`src/source/busPkg.sv`:
```
// ROM bus definitions
`default_nettype none

package busPkg;

    localparam int BYTE_W = 8;
    localparam int ADDR_W = 23;                   // Word address, 16 MB of ROM
    localparam int DATA_W = 16;

    // Range compare uses address bits 22 down to 7
    localparam int RANGE_LSB = 7;

    typedef logic [BYTE_W-1:0] byteT;             // Host byte and Feistel half
    typedef logic [ADDR_W-1:0] wordAddrT;
    typedef logic [DATA_W-1:0] dataT;             // Opcode word

endpackage

`default_nettype wire

```
`src/source/cipherPkg.sv`:
```
// Key configuration definitions
`default_nettype none

package cipherPkg;

    // Raw blob as loaded by the host, one byte per strobe edge
    localparam int BLOB_BYTES = 20;
    localparam int CFG_WORD_W = 16;                           // Raw and scrambled word width
    localparam int BLOB_WORDS = (BLOB_BYTES * 8) / CFG_WORD_W; // Ten words r0 to r9

    // Feistel network shape
    localparam int ROUNDS     = 4;                            // Two per pipeline stage
    localparam int ROT_AMOUNT = 3;                            // Left rotate in round function

    typedef logic [BLOB_BYTES*8-1:0]   blobT;                 // Full shift register
    typedef logic [CFG_WORD_W-1:0]     cfgWordT;              // One 16-bit config word
    typedef logic [4*CFG_WORD_W-1:0]   keyT;                  // k3 k2 k1 k0, k0 lowest
    typedef logic [CFG_WORD_W-1:0]     rangeT;                // Upper limit of ciphered block

endpackage

`default_nettype wire

```
`src/source/decryptTop.sv`:
```
// Decryption front end top
`timescale 1ns/1ps
`default_nettype none

module decryptTop (
    input  logic             clk,
    input  logic             rst,
    input  busPkg::byteT     din,
    input  logic             dinWe,
    input  busPkg::wordAddrT romAddr,
    input  busPkg::dataT     romData,
    input  logic             romStrobe,
    output busPkg::dataT     plainData,
    output logic             plainStrobe
);
    import cipherPkg::*;

    rangeT addrRange;          // Limit of the ciphered region
    keyT   key;

    // Host config side
    keyLoader u_keyLoader (
        .clk       (clk),
        .rst       (rst),
        .din       (din),
        .dinWe     (dinWe),
        .addrRange (addrRange),
        .key       (key)
    );

    // ROM fetch side, two cycle latency
    opcodeDecrypter u_decrypter (
        .clk         (clk),
        .rst         (rst),
        .romAddr     (romAddr),
        .romData     (romData),
        .romStrobe   (romStrobe),
        .addrRange   (addrRange),
        .key         (key),
        .plainData   (plainData),
        .plainStrobe (plainStrobe)
    );

endmodule

`default_nettype wire

```
`src/source/keyLoader.sv`:
```
// Configuration key loader
`timescale 1ns/1ps
`default_nettype none

module keyLoader (
    input  logic             clk,
    input  logic             rst,
    input  busPkg::byteT     din,
    input  logic             dinWe,
    output cipherPkg::rangeT addrRange,
    output cipherPkg::keyT   key
);
    import cipherPkg::*;
    import busPkg::*;

    logic    dinWeLast;                 // Strobe level one cycle back
    logic    loadByte;                  // Rising edge of dinWe
    blobT    blob;                      // Raw config, newest byte on top
    cfgWordT rawWord [BLOB_WORDS];      // Blob viewed as r0..r9

    // Bit shuffle of one config word
    // MSB first: raw bits 10..15, raw bits 0..7, then prev bits 8 and 9
    function automatic cfgWordT scrambleWord(
        input cfgWordT rawW,
        input cfgWordT prevW
    );
        cfgWordT w;
        for (int i = 0; i < 6; i++) begin
            w[15 - i] = rawW[10 + i];   // Upper six raw bits, reversed order
        end
        for (int i = 0; i < 8; i++) begin
            w[9 - i] = rawW[i];         // Low raw byte, reversed order
        end
        w[1] = prevW[8];                // Borrowed from the word below
        w[0] = prevW[9];
        return w;
    endfunction

    assign loadByte = dinWe & ~dinWeLast;

    always_ff @(posedge clk or posedge rst) begin
        if (rst) begin
            dinWeLast <= 1'b0;
            blob      <= '0;            // Zero range, all words pass through
        end else begin
            dinWeLast <= dinWe;
            if (loadByte) begin
                // New byte on top, older bytes move down
                blob <= {din, blob[$bits(blobT)-1:$bits(byteT)]};
            end
        end
    end

    // Split into raw words
    always_comb begin
        for (int n = 0; n < BLOB_WORDS; n++) begin
            rawWord[n] = blob[n*CFG_WORD_W +: CFG_WORD_W];
        end
    end

    // c9 comes from r0, wrapping back to r9 for its low bits
    assign addrRange = scrambleWord(rawWord[0], rawWord[BLOB_WORDS-1]);

    // c3 from r7, c2 from r6, c1 from r9, c0 from r8
    assign key = {
        scrambleWord(rawWord[7], rawWord[6]),     // k3
        scrambleWord(rawWord[6], rawWord[5]),     // k2
        scrambleWord(rawWord[9], rawWord[8]),     // k1
        scrambleWord(rawWord[8], rawWord[7])      // k0
    };

endmodule

`default_nettype wire

```
`src/source/opcodeDecrypter.sv`:
```
// Pipelined opcode decrypter
`timescale 1ns/1ps
`default_nettype none

module opcodeDecrypter (
    input  logic               clk,
    input  logic               rst,
    input  busPkg::wordAddrT   romAddr,
    input  busPkg::dataT       romData,
    input  logic               romStrobe,
    input  cipherPkg::rangeT   addrRange,
    input  cipherPkg::keyT     key,
    output busPkg::dataT       plainData,
    output logic               plainStrobe
);
    import cipherPkg::*;
    import busPkg::*;

    localparam int STAGE_ROUNDS = ROUNDS / 2;     // Rounds done per pipe stage

    logic  inRange;            // Address below the limit
    dataT  cipher1Next;        // After rounds 0 and 1
    dataT  cipher2;            // After rounds 2 and 3
    dataT  cipherOut;          // Halves swapped for output

    // Stage one registers
    logic  s1Strobe;
    logic  s1InRange;
    byteT  s1AddrByte;         // Address part that feeds the subkeys
    keyT   s1Key;              // Key travels with the word
    dataT  s1Data;             // Original word for bypass
    dataT  s1Cipher;

    // Round function F(R) for round key ki
    function automatic byteT roundFunc(
        input byteT    r,
        input cfgWordT ki,
        input byteT    addrByte
    );
        byteT subkey;
        byteT sum;
        byteT rot;
        subkey = ki[7:0] ^ addrByte;               // Address tweaks the subkey
        sum    = r + subkey;                       // Mod 256
        rot    = (sum << ROT_AMOUNT) | (sum >> ($bits(byteT) - ROT_AMOUNT));
        return rot ^ ki[15:8];
    endfunction

    // One Feistel round on {L, R}
    function automatic dataT feistelRound(
        input dataT    lr,
        input cfgWordT ki,
        input byteT    addrByte
    );
        byteT l;
        byteT r;
        l = lr[15:8];
        r = lr[7:0];
        return {r, l ^ roundFunc(r, ki, addrByte)};   // New L is old R
    endfunction

    // Rounds first .. first+STAGE_ROUNDS-1
    function automatic dataT runRounds(
        input dataT lr,
        input keyT  k,
        input byteT addrByte,
        input int   first
    );
        dataT st;
        int   idx;
        st = lr;
        for (int i = 0; i < STAGE_ROUNDS; i++) begin
            idx = first + i;
            st  = feistelRound(st, k[idx*$bits(cfgWordT) +: $bits(cfgWordT)], addrByte);
        end
        return st;
    endfunction

    // Stage one combinational part
    assign inRange     = romAddr[$bits(wordAddrT)-1:RANGE_LSB] < addrRange;
    assign cipher1Next = runRounds(romData, key, romAddr[7:0], 0);

    // Stage two combinational part
    assign cipher2   = runRounds(s1Cipher, s1Key, s1AddrByte, STAGE_ROUNDS);
    assign cipherOut = {cipher2[7:0], cipher2[15:8]};     // Final R high, final L low

    always_ff @(posedge clk or posedge rst) begin
        if (rst) begin
            s1Strobe    <= 1'b0;
            plainStrobe <= 1'b0;
        end else begin
            s1Strobe    <= romStrobe;
            plainStrobe <= s1Strobe;
        end
    end

    // Stage one payload, captured on a fetch
    always_ff @(posedge clk) begin
        if (romStrobe) begin
            s1InRange  <= inRange;
            s1AddrByte <= romAddr[7:0];
            s1Key      <= key;
            s1Data     <= romData;
            s1Cipher   <= cipher1Next;
        end
    end

    // Stage two payload
    always_ff @(posedge clk) begin
        if (s1Strobe) begin
            plainData <= s1InRange ? cipherOut : s1Data;  // Above limit passes as is
        end
    end

endmodule

`default_nettype wire

```
`config.mk`:
```
export PLATFORM = sky130hd
export DESIGN_NAME = decryptTop
export DESIGN_NICKNAME = d
export VERILOG_FILES = /design/src/source/busPkg.sv /design/src/source/cipherPkg.sv /design/src/source/decryptTop.sv /design/src/source/keyLoader.sv /design/src/source/opcodeDecrypter.sv
export SDC_FILE = /design/constraint.sdc
export NUM_CORES = 1
export LEC_CHECK = 0
export ABC_AREA = 0
export BUFFER_PORTS_ARGS = -buffer_cell sky130_fd_sc_hd__buf_2
export CAP_MARGIN = 10
export CORE_UTILIZATION = 45
export CTS_CLUSTER_DIAMETER = 120
export DETAILED_ROUTE_END_ITERATION = 10
export PLACE_DENSITY = 0.64
export SLEW_MARGIN = 5
export SYNTH_ARGS = -nofsm -noshare
export SYNTH_HDL_FRONTEND = slang
export SYNTH_HIERARCHICAL = 1
export SYNTH_SLANG_ARGS = --single-unit
```
`constraint.sdc`:
```
create_clock -name clk -period 7 [get_ports clk]
set_clock_uncertainty 0.15 [all_clocks]
set_input_delay 0 -clock clk [delete_from_list [all_inputs] [get_ports clk]]
set_output_delay 0 -clock clk [all_outputs]
set_load 0.02 [all_outputs]
```
==> flow_summary.ini <==
[worst_setup_path]
cp_slowest_cell = edfxtp_1
critPathLaunchType = register
endpoint_kind = register
cp_data_required_time_ns = 7.13
path_class = reg2reg
crit_top_cell = a21oi_1
slowest_delay_ns = 0.42
cp.arrival_ns = 4.25
crit_path_max_fanout = 3
path_cells = xor2_1, ha_1, inv_1, fa_1, nor2b_1, o21ai_0, nand2b_1, a21o_1, a21oi_1, xnor2_1, ha_1, a21oi_1, a21oi_1, a221o_1, a311oi_2, xnor2_1, mux2_2

[power]
vdd_drop_max_uv = 272
pwr_density_cell_mw_per_mm2 = 520
leakage_nw = 5.92

[synthesis]
synth-seq-cells = 252
ys_seq_area_frac = 0.555
synth_flop_cell = dfrtp_1
ys_top_cells_by_count = dfrtp_1, mux2_4, edfxtp_1
yosysWarningCount = 6
ys_types = 34
synthesis.area_sq_mm = 0.0122
synth_top_area_frac = 0.335
synth_area_per_cell_sq_um = 15.2
syn_nets = 899
synthArstFlopShare = 0.647
synth.most_common_cell = dfrtp_1
synthCells = 800
synth_edf_count = 89
netlist_top_cells_area = dfrtp_1, edfxtp_1, mux2_4
synth_area_leader_cell = dfrtp_1

[clock_network]
clkSinkCount = 252
htree_levels = 1
clk_latency_ns = 0.52
cts_buffers = 26
clk_path_buf_depth = 3
cts_tree = done
clockRootBuffer = clkbuf_16
cts_setup_buffers = 0
clkTransAtPathRegs_ns = 0.06

[cells_and_area]
diodes = 0
drive_gt1_frac = 0.339
post-route-util = 0.512
fillCellCount = 2210
nNetsFinal = 937
syn_to_final_growth_pct = 10.6
final_area_sq_mm = 0.0135

[place]
globalplace.congestion = 0.873
placed_cell_area_sq_mm = 0.0122
dpl.hpwl_mm = 14.7
portBuffers = 67

[timing]
setup_tns_ns = 0
fin_hold_ws_ns = 0.0775
post-route-period-util = 0.589
slew_violations = 0
period_needed_ns = 4.12
setup_viol_count_final = 0
fmax_ghz = 0.243
rsz0062_at_grt = no
finalHoldViolations = 0
maxSlewHeadroom = 0.275
worst_pin_slew_ns = 1.09

[die]
die-area_sq_mm = 0.0277
core_sq_mm = 0.0263
num_io_pins = 68
die_h_um = 166
die_w_um = 166
rows = 59
initial_core_util = 0.463

[route]
top_layer = met4
wl_met2_mm = 10.1
drt_wl_total_mm = 21.3
drc = 6
wl_met3_um = 686
vias = 5837
detail_route.wl_per_cell_um = 17.9
detail_route.first_pass.iterations = 9
met1Wirelength_mm = 10.2
drtIter0Drc = 315
viasPerCell = 4.89
drtAntennaViolNets = 0

[global_routing]
grt_util_all_layers = 0.156
grt_pass1_vias = 6030
grt_pass1_wl_mm = 33.7
grt_antenna_before_repair = 0
grt_max_degree = 161
gr-total-overflow = 0

[status]
status = finished, violations left
violations = DRC

[min_path]
hold_path_class = in2reg

[flow_run]
drv_cap = 0
-- report_power, final --
part | total, mW | switching, mW | internal, mW
Sequential | 2.53 | 0.342 | 2.19
Combinational | 3.11 | 1.45 | 1.66
Clock | 1.36 | 0.566 | 0.798
Total | 7.00 | 2.36 | 4.65
-- timing repair --
item | in CTS | in global routing
hold buffers | 40 | 0
hold endpoints to repair | 115 | 0
gates resized for setup | 0 | 0
-- metrics by stage --
step / total power, mW / worst slack, ns / std cells
global placement: 5.60 / 3.01 / 1105
detailed placement: 5.65 / 2.90 / 1105
global route: 7.42 / 2.63 / 1193
finish: 7.00 / 2.88 / 1193
floorplan: 5.11 / 2.50 / 800
CTS: 7.08 / 2.88 / 1193
-- path summary, 6_finish.rpt --
path / start / to / slack [ns] / cells after the start
worst max-delay path: u_decrypter/s1AddrByte[0] / u_decrypter/plainData[10] / 2.88 / 17
max in group asynchronous: rst / u_keyLoader/blob[1] / 5.01 / 5
min in group asynchronous: rst / u_decrypter/plainStrobe / 0.39 / 4
worst min-delay path: din[5] / u_keyLoader/blob[157] / 0.08 / 3
worst min register to register: u_keyLoader/blob[104] / u_decrypter/s1Key[49] / 0.32 / 0
worst max register to register: u_decrypter/s1AddrByte[0] / u_decrypter/plainData[10] / 2.88 / 17
-- sequential cells by signal, indices dropped and copies added, names as in the netlist --
| signal | flops |
|---|---|
| u_decrypter/s1Strobe | 1 |
| u_decrypter/s1Key | 32 |
| u_decrypter/plainStrobe | 1 |
| u_decrypter/s1Cipher | 16 |
| u_decrypter/s1InRange | 1 |
| u_decrypter/plainData | 16 |
| u_keyLoader/blob | 160 |
| u_decrypter/s1AddrByte | 8 |
| u_decrypter/s1Data | 16 |
| u_keyLoader/dinWeLast | 1 |
-- cells in the final DEF (no fill, tap or decap), types with 3 or more instances in the layout --
cell type / n
a21o_1: 24
a21oi_1: 19
buf_2: 66
buf_4: 3
clkbuf_1: 3
clkbuf_16: 28
clkbuf_8: 3
clkinv_2: 7
dfrtp_1: 163
dlygate4sd3_1: 40
edfxtp_1: 89
fa_1: 4
ha_1: 44
inv_1: 20
mux2_2: 74
mux2_4: 100
nand2_1: 4
nand4_1: 3
nor2_1: 7
o21ai_0: 4
xnor2_1: 86
xor2_1: 39
-- worst max-delay path, delay by kind of cell, from the launching register on --
kind | cells | cell delay [ns]
buffers and inverters | 1 | 0.06
AND/OR/NAND/NOR | 2 | 0.24
multiplexers | 1 | 0.26
XOR/XNOR | 3 | 0.60
AO/OA/AOI/OAI | 7 | 1.28
flip-flops | 1 | 0.42
adder cells (fa/ha/maj) | 3 | 0.88
-- kinds of logic (layout without fill, tap and decap cells) --
logic type      Yosys count  count (layout)  synth area share
fa+ha+maj                49              49            0.0527
simple gates             22              22           0.00885
buf+inv                 121             179            0.0704
compound gates           57              57            0.0312
xor+xnor                125             125            0.0900
flops                   252             252             0.555
mux                     174             174             0.192
-- cell type report --
class | count | area, sq um | area share
clock buffers | 34 | 753 | 0.0560
repair buffers | 110 | 773 | 0.0575
well taps | 335 | 419 | 0.0311
clock inverters | 14 | 113 | 0.00837
flip-flops and latches | 252 | 6750 | 0.502
multi-input cells | 427 | 4560 | 0.339
inverters | 21 | 83.8 | 0.00623
-- routing by layer --
metal  vias to the layer above  global-route usage
li1                       2800                   -
met1                      2917               0.223
met2                        88               0.254
met3                        32              0.0228
met4                         0              0.0318
met5                         -                   0
Note: power is estimated with default switching activity, not from simulation.
